===== src/rtl/fp_fmt_pkg.sv =====
// binary32 format definitions
package fp_fmt_pkg;

	localparam int EXP_W  = 8;	// exponent field
	localparam int FRAC_W = 23;	// stored fraction, hidden bit excluded
	localparam int WORD_W = 1 + EXP_W + FRAC_W;
	localparam int BIAS   = 127;

	// all-ones exponent marks inf and NaN
	localparam logic [EXP_W-1:0] EXP_MAX = '1;

	// operand or result word
	typedef logic [WORD_W-1:0] word_t;

	// exponent with one spare bit so carries past EXP_MAX stay visible
	typedef logic [EXP_W:0] exp_t;

	// canonical quiet NaN
	localparam word_t QNAN_WORD = {1'b0, EXP_MAX, 1'b1, {(FRAC_W-1){1'b0}}};

endpackage


===== src/rtl/fp_op_pkg.sv =====
// rounding and exception definitions
package fp_op_pkg;

	typedef enum logic [2:0] {
		RNE = 3'd0,	// nearest with ties to even
		RTZ = 3'd1,	// toward zero
		RDN = 3'd2,	// toward -inf
		RUP = 3'd3,	// toward +inf
		RMM = 3'd4	// nearest with ties away from zero
	} rnd_mode_t;

	localparam int GUARD_W = 3;	// guard, round and sticky

	// carry bit + hidden bit + fraction + guard bits
	localparam int MANT_W = 1 + 1 + fp_fmt_pkg::FRAC_W + GUARD_W;

	// fflags order, nv in the top bit
	typedef struct packed {
		logic nv;	// invalid op
		logic dz;	// never set by add
		logic of;	// overflow
		logic uf;	// never set here
		logic nx;	// inexact
	} flags_t;

endpackage


===== src/rtl/fp_classify.sv =====
// operand unpack and special detect
module fp_classify (
	input  logic                         sub,
	input  fp_fmt_pkg::word_t            in_1,
	input  fp_fmt_pkg::word_t            in_2,
	output logic                         sign_1,
	output logic                         sign_2,
	output fp_fmt_pkg::exp_t             exp_1,
	output fp_fmt_pkg::exp_t             exp_2,
	output logic [fp_op_pkg::MANT_W-2:0] mant_1,
	output logic [fp_op_pkg::MANT_W-2:0] mant_2,
	output logic                         is_nan,
	output logic                         nan_quiet,
	output logic                         is_inf,
	output logic                         inf_sign,
	output logic                         zero_same_sign
);
	import fp_fmt_pkg::*;
	import fp_op_pkg::*;

	word_t             in_w [2];
	logic [EXP_W-1:0]  e [2];
	logic [FRAC_W-1:0] f [2];
	logic [1:0]        nan_w;
	logic [1:0]        snan_w;
	logic [1:0]        inf_w;
	logic [1:0]        zero_w;
	logic              bad_inf;

	assign in_w[0] = in_1;
	assign in_w[1] = in_2;

	always_comb begin
		for (int i = 0; i < 2; i++) begin
			e[i]      = in_w[i][WORD_W-2 -: EXP_W];
			f[i]      = in_w[i][FRAC_W-1:0];
			nan_w[i]  = (e[i] == EXP_MAX) && (f[i] != '0);
			snan_w[i] = nan_w[i] && !f[i][FRAC_W-1];	// quiet bit clear
			inf_w[i]  = (e[i] == EXP_MAX) && (f[i] == '0);
			zero_w[i] = (e[i] == '0) && (f[i] == '0);
		end
	end

	assign sign_1 = in_1[WORD_W-1];
	assign sign_2 = in_2[WORD_W-1] ^ (sub & ~nan_w[1]);	// a NaN keeps its sign

	// subnormals sit at the same scale as exponent 1
	assign exp_1  = (e[0] == '0) ? exp_t'(1) : exp_t'(e[0]);
	assign exp_2  = (e[1] == '0) ? exp_t'(1) : exp_t'(e[1]);
	assign mant_1 = {e[0] != '0, f[0], {GUARD_W{1'b0}}};
	assign mant_2 = {e[1] != '0, f[1], {GUARD_W{1'b0}}};

	// inf - inf has no answer
	assign bad_inf = inf_w[0] && inf_w[1] && (sign_1 != sign_2);

	assign is_nan         = (|nan_w) || bad_inf;
	assign nan_quiet      = !((|snan_w) || bad_inf);
	assign is_inf         = |inf_w;
	assign inf_sign       = (inf_w[0] & sign_1) | (inf_w[1] & sign_2);
	assign zero_same_sign = (&zero_w) && (sign_1 == sign_2);

endmodule


===== src/rtl/fp_align_add.sv =====
// alignment, mantissa add and stage register
module fp_align_add #(
	parameter int TAG_W = 6
) (
	input  logic                         clk,
	input  logic                         reset,
	input  logic                         start,
	input  fp_op_pkg::rnd_mode_t         rnd,
	input  logic [TAG_W-1:0]             tag,
	input  logic                         sign_1,
	input  logic                         sign_2,
	input  fp_fmt_pkg::exp_t             exp_1,
	input  fp_fmt_pkg::exp_t             exp_2,
	input  logic [fp_op_pkg::MANT_W-2:0] mant_1,
	input  logic [fp_op_pkg::MANT_W-2:0] mant_2,
	input  logic                         is_nan,
	input  logic                         nan_quiet,
	input  logic                         is_inf,
	input  logic                         inf_sign,
	input  logic                         zero_same_sign,
	output logic                         valid,
	output logic [fp_op_pkg::MANT_W:0]   r_sum,
	output logic                         r_sign,
	output fp_fmt_pkg::exp_t             r_exp,
	output fp_op_pkg::rnd_mode_t         r_rnd,
	output logic [TAG_W-1:0]             r_tag,
	output logic                         r_is_nan,
	output logic                         r_nan_quiet,
	output logic                         r_is_inf,
	output logic                         r_inf_sign,
	output logic                         r_zero_same_sign
);
	import fp_fmt_pkg::*;
	import fp_op_pkg::*;

	localparam int M   = MANT_W - 1;	// aligned mantissa width
	localparam int SHW = $clog2(M + 1);

	logic              exp_ge;
	exp_t              exp_big;
	exp_t              exp_diff;
	logic [M-1:0]      m_small;
	logic [SHW-1:0]    sh;
	logic [2*M-1:0]    wide;
	logic [M-1:0]      m_shifted;
	logic [M-1:0]      am_1;
	logic [M-1:0]      am_2;
	logic [MANT_W-1:0] op_1;
	logic [MANT_W-1:0] op_2;
	logic              cin;
	logic              sign_x;
	logic [MANT_W:0]   sum;

	assign exp_ge   = exp_1 >= exp_2;
	assign exp_big  = exp_ge ? exp_1 : exp_2;
	assign exp_diff = exp_ge ? (exp_1 - exp_2) : (exp_2 - exp_1);
	assign m_small  = exp_ge ? mant_2 : mant_1;

	// anything shifted past the guard bits only survives as sticky
	assign sh        = (exp_diff > exp_t'(M)) ? SHW'(M) : exp_diff[SHW-1:0];
	assign wide      = {m_small, {M{1'b0}}} >> sh;
	assign m_shifted = wide[2*M-1:M] | {{(M-1){1'b0}}, |wide[M-1:0]};

	assign am_1 = exp_ge ? mant_1 : m_shifted;
	assign am_2 = exp_ge ? m_shifted : mant_2;

	// ones complement plus carry in on the negative side
	always_comb begin
		op_1   = {1'b0, am_1};
		op_2   = {1'b0, am_2};
		sign_x = 1'b0;
		cin    = 1'b0;
		if (sign_1 && sign_2) begin
			sign_x = 1'b1;	// both negative so add magnitudes
		end else if (sign_1) begin
			op_1 = ~op_1;	// m2 - m1
			cin  = 1'b1;
		end else if (sign_2) begin
			op_2 = ~op_2;	// m1 - m2
			cin  = 1'b1;
		end
	end

	assign sum = {op_1[MANT_W-1], op_1} + {op_2[MANT_W-1], op_2} + (MANT_W+1)'(cin);

	always_ff @(posedge clk) begin
		if (reset) begin
			valid <= 1'b0;
		end else begin
			valid <= start;
		end
	end

	always_ff @(posedge clk) begin
		r_sum            <= sum;
		r_sign           <= sign_x;
		r_exp            <= exp_big;
		r_rnd            <= rnd;
		r_tag            <= tag;
		r_is_nan         <= is_nan;
		r_nan_quiet      <= nan_quiet;
		r_is_inf         <= is_inf;
		r_inf_sign       <= inf_sign;
		r_zero_same_sign <= zero_same_sign;
	end

	// a started op must bring known operands and control
	inputs_known_on_start: assert property (@(posedge clk) disable iff (reset)
		start |-> !$isunknown({rnd, tag, sign_1, sign_2, exp_1, exp_2, mant_1, mant_2}))
		else $error("start with unknown operand or control bits");

endmodule


===== src/rtl/fp_normalize.sv =====
// sum magnitude and normalization
module fp_normalize (
	input  logic [fp_op_pkg::MANT_W:0]   r_sum,
	input  logic                         r_sign,
	input  fp_fmt_pkg::exp_t             r_exp,
	output logic [fp_op_pkg::MANT_W-2:0] mant_norm,
	output fp_fmt_pkg::exp_t             exp_norm,
	output logic                         sign_out,
	output logic                         exp_overflow,
	output logic                         is_zero
);
	import fp_fmt_pkg::*;
	import fp_op_pkg::*;

	localparam int M = MANT_W - 1;

	logic [MANT_W-1:0] mag;
	logic [4:0]        lz;
	exp_t              shl;

	// back to a magnitude, flipping the sign for a negative sum
	assign mag      = r_sum[MANT_W] ? (~r_sum[MANT_W-1:0] + 1'b1) : r_sum[MANT_W-1:0];
	assign sign_out = r_sign ^ r_sum[MANT_W];
	assign is_zero  = (mag == '0);

	// leading zeros below the carry bit
	always_comb begin
		lz = 5'(M);
		for (int i = 0; i < M; i++) begin
			if (mag[i]) begin
				lz = 5'(M - 1 - i);
			end
		end
	end

	always_comb begin
		shl          = '0;
		exp_overflow = 1'b0;
		if (mag[MANT_W-1]) begin
			// carry out, one step right keeping sticky
			mant_norm    = {mag[MANT_W-1:2], mag[1] | mag[0]};
			exp_norm     = r_exp + 1'b1;
			exp_overflow = r_exp >= exp_t'(EXP_MAX - 1'b1);
		end else if (is_zero) begin
			mant_norm = '0;
			exp_norm  = '0;
		end else begin
			if (exp_t'(lz) < r_exp) begin
				shl      = exp_t'(lz);
				exp_norm = r_exp - exp_t'(lz);
			end else begin
				shl      = r_exp - 1'b1;	// stop at subnormal scale
				exp_norm = '0;
			end
			mant_norm = mag[M-1:0] << shl;
		end
	end

	// a normal exponent always comes with the hidden bit
	hidden_bit_set: assert final ($isunknown(exp_norm) || exp_norm == '0 || mant_norm[M-1])
		else $error("normalized mantissa lacks its hidden bit");

endmodule


===== src/rtl/fp_round_pack.sv =====
// rounding, specials and result packing
module fp_round_pack (
	input  logic [fp_op_pkg::MANT_W-2:0] mant_norm,
	input  fp_fmt_pkg::exp_t             exp_norm,
	input  logic                         sign_out,
	input  logic                         exp_overflow,
	input  logic                         is_zero,
	input  fp_op_pkg::rnd_mode_t         r_rnd,
	input  logic                         r_is_nan,
	input  logic                         r_nan_quiet,
	input  logic                         r_is_inf,
	input  logic                         r_inf_sign,
	input  logic                         r_zero_same_sign,
	output fp_fmt_pkg::word_t            res,
	output fp_op_pkg::flags_t            exceptions
);
	import fp_fmt_pkg::*;
	import fp_op_pkg::*;

	localparam int M = MANT_W - 1;
	localparam logic [GUARD_W-1:0] HALF = 1 << (GUARD_W - 1);	// exactly half an ulp

	logic [GUARD_W-1:0] grs;
	logic               lsb;
	logic               inc;
	logic               trunc_ovf;	// mode clamps overflow to max finite
	logic [FRAC_W+1:0]  rounded;	// carry, hidden, fraction
	exp_t               exp_r;
	logic [FRAC_W-1:0]  frac_r;
	logic               ovf;
	logic               res_sign;

	assign grs = mant_norm[GUARD_W-1:0];
	assign lsb = mant_norm[GUARD_W];

	always_comb begin
		inc       = 1'b0;
		trunc_ovf = 1'b0;
		case (r_rnd)
			RNE: inc = (grs > HALF) || (grs == HALF && lsb);
			RTZ: trunc_ovf = 1'b1;
			RDN: begin
				inc       = (grs != '0) && sign_out;
				trunc_ovf = !sign_out;
			end
			RUP: begin
				inc       = (grs != '0) && !sign_out;
				trunc_ovf = sign_out;
			end
			RMM: inc = grs >= HALF;
			default: inc = 1'b0;
		endcase
	end

	assign rounded = {1'b0, mant_norm[M-1:GUARD_W]} + (FRAC_W+2)'(inc);

	always_comb begin
		frac_r = rounded[FRAC_W-1:0];
		exp_r  = exp_norm;
		if (rounded[FRAC_W+1]) begin
			frac_r = rounded[FRAC_W:1];	// wrapped to 2.0
			exp_r  = exp_norm + 1'b1;
		end else if (exp_norm == '0 && rounded[FRAC_W]) begin
			exp_r = exp_t'(1);	// subnormal rounded up to the smallest normal
		end
	end

	assign ovf = exp_overflow || (exp_r >= exp_t'(EXP_MAX));

	// exact zero is +0 unless both inputs were zeros of one sign, or RDN
	assign res_sign = (is_zero && !r_zero_same_sign) ? (r_rnd == RDN) : sign_out;

	always_comb begin
		exceptions = '0;
		if (r_is_nan) begin
			res           = QNAN_WORD;
			exceptions.nv = !r_nan_quiet;
		end else if (!r_is_inf && ovf && trunc_ovf) begin
			res           = {sign_out, EXP_MAX - 1'b1, {FRAC_W{1'b1}}};	// largest finite
			exceptions.of = 1'b1;
		end else if (r_is_inf || ovf) begin
			res           = {r_is_inf ? r_inf_sign : sign_out, EXP_MAX, {FRAC_W{1'b0}}};
			exceptions.of = !r_is_inf;
		end else begin
			res = {res_sign, exp_r[EXP_W-1:0], frac_r};
		end
		exceptions.nx = (ovf || grs != '0) && !r_is_inf && !r_is_nan;
	end

endmodule


===== src/rtl/fp_add_sub.sv =====
// binary32 add and subtract
module fp_add_sub #(
	parameter int TAG_W = 6
) (
	input  logic                 clk,
	input  logic                 reset,
	input  logic                 start,
	input  logic                 sub,
	input  fp_op_pkg::rnd_mode_t rnd,
	input  fp_fmt_pkg::word_t    in_1,
	input  fp_fmt_pkg::word_t    in_2,
	input  logic [TAG_W-1:0]     tag,
	output logic                 valid,
	output fp_fmt_pkg::word_t    res,
	output fp_op_pkg::flags_t    exceptions,
	output logic [TAG_W-1:0]     tag_out
);
	import fp_fmt_pkg::*;
	import fp_op_pkg::*;

	// before the stage register
	logic              sign_1;
	logic              sign_2;
	exp_t              exp_1;
	exp_t              exp_2;
	logic [MANT_W-2:0] mant_1;
	logic [MANT_W-2:0] mant_2;
	logic              is_nan;
	logic              nan_quiet;
	logic              is_inf;
	logic              inf_sign;
	logic              zero_same_sign;

	// after the stage register
	logic [MANT_W:0]   r_sum;
	logic              r_sign;
	exp_t              r_exp;
	rnd_mode_t         r_rnd;
	logic              r_is_nan;
	logic              r_nan_quiet;
	logic              r_is_inf;
	logic              r_inf_sign;
	logic              r_zero_same_sign;
	logic [MANT_W-2:0] mant_norm;
	exp_t              exp_norm;
	logic              sign_out;
	logic              exp_overflow;
	logic              is_zero;

	fp_classify u_classify (
		.sub            (sub),
		.in_1           (in_1),
		.in_2           (in_2),
		.sign_1         (sign_1),
		.sign_2         (sign_2),
		.exp_1          (exp_1),
		.exp_2          (exp_2),
		.mant_1         (mant_1),
		.mant_2         (mant_2),
		.is_nan         (is_nan),
		.nan_quiet      (nan_quiet),
		.is_inf         (is_inf),
		.inf_sign       (inf_sign),
		.zero_same_sign (zero_same_sign)
	);

	fp_align_add #(
		.TAG_W (TAG_W)
	) u_align_add (
		.clk              (clk),
		.reset            (reset),
		.start            (start),
		.rnd              (rnd),
		.tag              (tag),
		.sign_1           (sign_1),
		.sign_2           (sign_2),
		.exp_1            (exp_1),
		.exp_2            (exp_2),
		.mant_1           (mant_1),
		.mant_2           (mant_2),
		.is_nan           (is_nan),
		.nan_quiet        (nan_quiet),
		.is_inf           (is_inf),
		.inf_sign         (inf_sign),
		.zero_same_sign   (zero_same_sign),
		.valid            (valid),
		.r_sum            (r_sum),
		.r_sign           (r_sign),
		.r_exp            (r_exp),
		.r_rnd            (r_rnd),
		.r_tag            (tag_out),
		.r_is_nan         (r_is_nan),
		.r_nan_quiet      (r_nan_quiet),
		.r_is_inf         (r_is_inf),
		.r_inf_sign       (r_inf_sign),
		.r_zero_same_sign (r_zero_same_sign)
	);

	fp_normalize u_normalize (
		.r_sum        (r_sum),
		.r_sign       (r_sign),
		.r_exp        (r_exp),
		.mant_norm    (mant_norm),
		.exp_norm     (exp_norm),
		.sign_out     (sign_out),
		.exp_overflow (exp_overflow),
		.is_zero      (is_zero)
	);

	fp_round_pack u_round_pack (
		.mant_norm        (mant_norm),
		.exp_norm         (exp_norm),
		.sign_out         (sign_out),
		.exp_overflow     (exp_overflow),
		.is_zero          (is_zero),
		.r_rnd            (r_rnd),
		.r_is_nan         (r_is_nan),
		.r_nan_quiet      (r_nan_quiet),
		.r_is_inf         (r_is_inf),
		.r_inf_sign       (r_inf_sign),
		.r_zero_same_sign (r_zero_same_sign),
		.res              (res),
		.exceptions       (exceptions)
	);

endmodule


===== config.mk =====
export PLATFORM = sky130hd
export DESIGN_NAME = fp_add_sub
export DESIGN_NICKNAME = d
export VERILOG_FILES = /design/src/rtl/fp_fmt_pkg.sv /design/src/rtl/fp_op_pkg.sv /design/src/rtl/fp_classify.sv /design/src/rtl/fp_align_add.sv /design/src/rtl/fp_normalize.sv /design/src/rtl/fp_round_pack.sv /design/src/rtl/fp_add_sub.sv
export SDC_FILE = /design/constraint.sdc
export NUM_CORES = 1
export LEC_CHECK = 0
export BUFFER_PORTS_ARGS = -buffer_cell sky130_fd_sc_hd__buf_2
export CORE_AREA = 5 5 106 208
export CTS_CLUSTER_SIZE = 28
export DETAILED_ROUTE_END_ITERATION = 10
export DIE_AREA = 0 0 111 213
export PLACE_DENSITY = 0.95
export SLEW_MARGIN = 20
export SYNTH_ARGS = -nofsm -noshare
export SYNTH_HDL_FRONTEND = slang
export SYNTH_HIERARCHICAL = 1
export SYNTH_SLANG_ARGS = --single-unit

===== constraint.sdc =====
create_clock -name clk -period 21 [get_ports clk]
set_clock_uncertainty 0.1 [all_clocks]
set_input_delay 2.1 -clock clk [delete_from_list [all_inputs] [get_ports clk]]
set_output_delay 2.1 -clock clk [all_outputs]
set_load 0.005 [all_outputs]

# After elaboration in Yosys (flattened, before gate mapping)
# Cells that the tools add are included.
[op_classes]
addsub = 10
n_lt_le_gt_ge = 7
eq_ne = 9
n_shift = 2
n_mux = 68
bitwise_logic = 12
reduce_logical = 52
[op_table]
columns = ["op", "count"]
rows = [
  ["$mux W28", 6],
  ["$mux W27", 5],
  ["$mux W32", 3],
  ["$mux W5", 17],
  ["$mux W9", 9],
  ["$not A27 Y28", 2],
  ["$shr A54 B5 Y54", 1],
  ["$logic_not A23 Y1", 2],
  ["$reduce_bool A23 Y1", 2],
  ["$mux W4", 8],
  ["$add A28 B28 Y29", 1],
  ["$add A29 B1 Y29", 1],
  ["$add A28 B1 Y28 const B", 1],
  ["$logic_not A28 Y1", 1],
  ["$not A28 Y28", 1],
  ["$or A27 B1 Y27", 1],
  ["$reduce_or A27 Y1", 1],
  ["$shl A27 B9 Y27", 1],
  ["$add A24 B1 Y25", 1],
  ["$mux W8", 3],
  ["$mux W23", 1],
  ["$logic_and A1 B1 Y1", 21],
  ["$add A9 B1 Y9 const B", 2],
  ["$ge A9 B8 Y1 const B", 2],
  ["31 further kinds", 67],
]
[totals]
reg_bits = 54
in_bits = 77
output_inout_bits = 44
elab_cells = 171

# Logic depth before layout (Yosys ltp)
[depth]
depth_word = 51
ltp_mapped = 42
mapped_depth_nobuf = 39

# Cells and area by module
# Netlist, hierarchy kept.
[modules_own_cells]
columns = ["mod", "n_inst", "cells_each", "area_per_inst_um2", "seq_area_each_um2"]
rows = [
  ["fp_align_add", 1, 943, 7008.0, 1081.0],
  ["fp_normalize", 1, 578, 3829.9, 0.0],
  ["fp_round_pack", 1, 209, 1278.7, 0.0],
  ["fp_classify", 1, 124, 833.3, 0.0],
]

# Worst setup path before layout
# OpenSTA, ideal clock, no wires.
[synth_path]
kind = "register -> output"
from = "reg u_align_add/r_sum[0] (netlist name)"
to = "out res[29]"
t_arrival_ns = 8.557
t_required_ns = 18.800
path_slack_ns = 10.243
stages_incl_launch_ff = 39
n_path_buf = 7
path_cell_list = "dfxtp_1 > inv_1 > ha_1 > or4b_1 > buf_2 > or4_4 > or4_4 > a211oi_2 > o21ai_0 > or2_2 > ha_1 > o21a_1 > o21ai_0 > a21oi_1 > or2_2 > clkbuf_1 > o21ai_0 > o21a_1 > [3 not listed] > or2_2 > o22ai_1 > nor4_1 > o31ai_1 > nand2_1 > o21ai_0 > ha_1 > ha_1 > nand3_1 > or3_1 > clkbuf_1 > or2_0 > buf_6 > o41ai_2 > o311ai_1 > a211o_1 > buf_6 > or3b_1"
[synth_via]
elab_chain_cells = 51
word_cells_on_any_way = 67
cone_classes = "4 x add/sub; 4 x order compare; 1 x eq/ne; 1 x shift; 43 x mux; 2 x bitwise; 12 x reduce/logical"
[synth_rtl]
columns = ["item", "line_no", "rtl"]
rows = [
  ["from (decl)", "fp_align_add.sv:22", "output logic [fp_op_pkg::MANT_W:0] r_sum,"],
  ["from (signal assigned)", "fp_align_add.sv:95", "r_sum <= sum;"],
  ["$not A28 Y28", "fp_normalize.sv:22", "assign mag = r_sum[MANT_W] ? (~r_sum[MANT_W-1:0] + 1'b1) : r_sum[MANT_W-1:0];"],
  ["$add A28 B1 Y28", "fp_normalize.sv:22", ""],
  ["$mux W28 (*)", "fp_normalize.sv:22", ""],
  ["$mux W1", "fp_normalize.sv:30", "if (mag[i]) begin"],
  ["$mux W2 (2 in a row)", "fp_normalize.sv:30", ""],
  ["$mux W4 (8 in a row)", "fp_normalize.sv:30", ""],
  ["$mux W5 (16 in a row)", "fp_normalize.sv:30", ""],
  ["$lt A5 B9 Y1", "fp_normalize.sv:48", "if (exp_t'(lz) < r_exp) begin"],
  ["[6 not listed]", "--", ""],
  ["via mant_norm[1]", "fp_add_sub.sv:44", "logic [MANT_W-2:0] mant_norm;"],
  ["[6 not listed]", "--", ""],
  ["$mux W9", "fp_round_pack.sv:63", "end else if (exp_norm == '0 && rounded[FRAC_W]) begin"],
  ["$mux W9 (*)", "fp_round_pack.sv:60", "if (rounded[FRAC_W+1]) begin"],
  ["$ge A9 B8 Y1", "fp_round_pack.sv:68", "assign ovf = exp_overflow || (exp_r >= exp_t'(EXP_MAX));"],
  ["$logic_or A1 B1 Y1", "fp_round_pack.sv:68", ""],
  ["$logic_or A1 B1 Y1 or $logic_and A1 B1 Y1 (tied branches)", "fp_round_pack.sv:81, fp_round_pack.sv:78", ""],
  ["$mux W32 or $logic_and A1 B1 Y1 (tied branches)", "fp_round_pack.sv:81, fp_round_pack.sv:78", ""],
  ["$mux W32 (*)", "fp_round_pack.sv:78", "end else if (!r_is_inf && ovf && trunc_ovf) begin"],
  ["$mux W32 (*)", "fp_round_pack.sv:75", "if (r_is_nan) begin"],
  ["to (decl)", "fp_add_sub.sv:14", "output fp_fmt_pkg::word_t res,"],
]
# Mark *: on every way through the listed nets, which the timed path passes. The select of a mux whose other input is x is not followed.

# Final worst setup path
[layout_path]
from = "reg u_align_add/r_sum[0] (netlist name)"
to = "out res[3]"
[layout_via]
elab_chain_cells = 51
word_cells_on_any_way = 68
cone_classes = "4 x add/sub; 4 x order compare; 1 x eq/ne; 1 x shift; 44 x mux; 2 x bitwise; 12 x reduce/logical"
[layout_rtl]
columns = ["item", "line_no"]
rows = [
  ["$not A28 Y28", "fp_normalize.sv:22"],
  ["$add A28 B1 Y28", "fp_normalize.sv:22"],
  ["$mux W28 (*)", "fp_normalize.sv:22"],
  ["$mux W1", "fp_normalize.sv:30"],
  ["$mux W2 (2 in a row)", "fp_normalize.sv:30"],
  ["$mux W4 (8 in a row)", "fp_normalize.sv:30"],
  ["$mux W5 (16 in a row)", "fp_normalize.sv:30"],
  ["$lt A5 B9 Y1", "fp_normalize.sv:48"],
  ["[6 not listed]", "--"],
  ["via mant_norm[1]", "fp_add_sub.sv:44"],
  ["[6 not listed]", "--"],
  ["$mux W9", "fp_round_pack.sv:63"],
  ["$mux W9", "fp_round_pack.sv:60"],
  ["$ge A9 B8 Y1", "fp_round_pack.sv:68"],
  ["$logic_or A1 B1 Y1", "fp_round_pack.sv:68"],
  ["$logic_or A1 B1 Y1 or $logic_and A1 B1 Y1 (tied branches)", "fp_round_pack.sv:81, fp_round_pack.sv:78"],
  ["$mux W32 or $logic_and A1 B1 Y1 (tied branches)", "fp_round_pack.sv:81, fp_round_pack.sv:78"],
  ["$mux W32 (*)", "fp_round_pack.sv:78"],
  ["$mux W32 (*)", "fp_round_pack.sv:75"],
]
# Marks and branches as above.

==> metrics <==
status=finished, final reports clean; synth top area cells=dfxtp_1 (8.3%), xnor2_1 (6.5%), mux2i_1 (5.9%), ha_1 (5.8%), nand2_1 (5.2%); CTS tree=done; WL/cell=25.6 microns; final WL=53.7 mm; area delta synth->final=2.05%; RSZ-0062 raised after global routing=no; largest net degree at the start of global routing=79; pwr dens=158 nW/um^2; first-pass GRT wire length=82.2 mm; final setup TNS=0 ns; CP delay by family, top=simple AND/OR/NAND/NOR gates; fmax=0.0723 GHz; startpoint types=flip-flop; Inserted Clock Buffers=5; Core ar.=20300 sq um; Largest stage delay, worst path=0.77 ns; cts repair resizes=0; synthesized flop and latch total=54; Unique masters post-synth=114; Hold Crit Class=input port to flip-flop; initial antenna violation count=1; # setup viols final=0; number of vias per cell=7.18; worst hold path startpoint=tag[0]; grt ovf=0; IO Port Bufs=118; Iter 0 DRT Violations=1525; final hold vios=0; Hold EP=u_align_add/r_tag[0]$_DFF_P_; worst rel slew slack=20.7%; Die H=213 microns; Syn Std Cell Area=12900 sq um; Synth area leader=dfxtp_1; min Tclk post-route=13.83 ns; Hold Path Depth=1; P_sw=1.27 mW; critical path's slowest cell=nor2_1; Die Width=111 microns; Bufs on Longest Clock Path=2; vias in the first global route=15100; internal power=0.818 mW; Crit Path Class=flip-flop to primary output; vias=15000; number of flops mapped to enable cells by yosys=0; post-synthesis sequential area ratio=8.35%; Final period util=65.8%; clock tree root driver cell=clkbuf_16; most numerous cell in the Yosys netlist=nand2_1; syn avg cell area=6.98 sq um; Setup crit end kind=primary output; peak supply drop=0.0892 mV; # rows=74; clk slew on worst S/H paths=0.07 ns; Mapped Cells=1854; Finished Layout Cells=2094; share of cells above drive strength 1=13.6%; ys async rst share=0%; combinational share of power=86.4%; Tightest Pin Transition=1.18 ns; total of max-cap violations=0; placed cells=2085; Pins Over Slew Limit=0; fin nets=1968; Final ANT Viol Nets=0; area share of the largest cell type after synthesis=8.35%; filler instances=1836; Lkg Pwr=5.22 nW; Bufs and invs on worst path=2; Ports=121; hold_buf cts=0; htree depth=2; register share of total power=9.5%; gpl congestion=1.19; router iterations before antenna repair=6; Sw Share=60.8%; gr usage total=44.2%; hpwl dp=41.7 mm; Synth Warn #=6; DIE AREA=23600 sq um; required time worst endpoint=18.80 ns; CP max FO=20; CP arrival=11.63 ns; DRC violations left=0; CTS sink cnt=54; Post-synth top cells=nand2_1 (181), nor2_1 (150), o21ai_0 (130); post-CTS setup buffer count=0; Hold Slack=1.79 ns; commonest register cell after synthesis=dfxtp_1; Initial Utilization=63.9%; Clk pwr share=4.1%
cells in the final DEF (no fill, tap or decap), drive strengths merged, types with 18 or more instances in the layout:
cell    Yosys  final
buf       111    139
dfxtp      54     54
o211ai     23     23
nand4      32     32
o22ai      27     27
nand2     183    183
and2       19     19
o21ai     153    153
and3       19     19
nor4       38     38
inv        64     65
nor3       61     61
a22oi      26     26
xor2       57     57
a211oi     34     34
or2        19     19
o31ai      20     20
xnor2      97     97
a21oi      85     85
nand3      53     53
ha         60     60
mux2i      77     77
a31oi      23     23
nor2      154    154
mux2       18     18
state kept, by name, summed over array words and instances (netlist names):
signal	cells
u_align_add/r_inf_sign	1
u_align_add/r_is_inf	1
u_align_add/r_rnd	3
u_align_add/r_sign	1
u_align_add/r_is_nan	1
u_align_add/r_sum	29
u_align_add/r_tag	6
u_align_add/valid	1
u_align_add/r_zero_same_sign	1
u_align_add/r_exp	9
u_align_add/r_nan_quiet	1
cells by family after synthesis:
kind of cell,Yosys count,synth area share [%]
simple gates,677,27.1
xor+xnor,154,10.5
buf+inv,247,10.0
other cells,2,0.0580
compound gates,559,29.7
fa+ha+maj,65,6.57
mux,96,7.75
flops,54,8.35
worst max-delay path by stage:
stage	from	to	slack (ns)	cells after the start
6_report	u_align_add/r_sum[0]$_DFF_P_	res[3]	7.17	34
5_1_grt	u_align_add/r_sum[0]$_DFF_P_	res[3]	6.35	35
4_1_cts	u_align_add/r_sum[0]$_DFF_P_	res[3]	7.51	35
3_5_place_dp	u_align_add/r_sum[0]$_DFF_P_	res[3]	7.90	35
3_3_place_gp	u_align_add/r_sum[0]$_DFF_P_	res[13]	8.21	35
2_1_floorplan	u_align_add/r_sum[0]$_DFF_P_	res[29]	10.24	38
power groups by stage:
stage,clock network [mW],registers (mW),logic [mW]
global route,0.0893,0.204,1.91
global placement,0,0.195,1.68
finish,0.0850,0.198,1.80
floorplan,0,0.168,1.20
CTS,0.0855,0.196,1.70
detailed placement,0,0.198,1.69
layout make-up:
class                      instances  area (sq um)  area share, %
tap                              266           333           2.52
multi-input combinational       1561         10700           80.6
antenna                            1          2.50         0.0189
inverter                          65           244           1.85
timing repair buffer             139           748           5.66
sequential                        54          1080           8.18
clock inverter                     3          28.8          0.218
clock buffer                       5           125          0.947
layer usage:
metal | GRT usage (%) | part of all wire, % | routed length [microns]
met5 | 0 | 0 | 0
met3 | 11.9 | 8.4 | 4510
met2 | 79.2 | 49 | 26600
met4 | 47.9 | 13 | 6960
met1 | 37.3 | 29 | 15700
metrics by stage:
stage	worst slack (ns)	total power, mW	area, sq um	utilization (%)
final	7.17	2.09	13200	65.2
after global routing	6.35	2.20	13200	65.2
after detailed placement	7.90	1.89	13000	64.3
after floorplan	10.24	1.37	13000	-
after CTS	7.51	1.98	13200	65.1
after global placement	8.21	1.88	13000	64.3
Power figures use the tool's default switching activity.
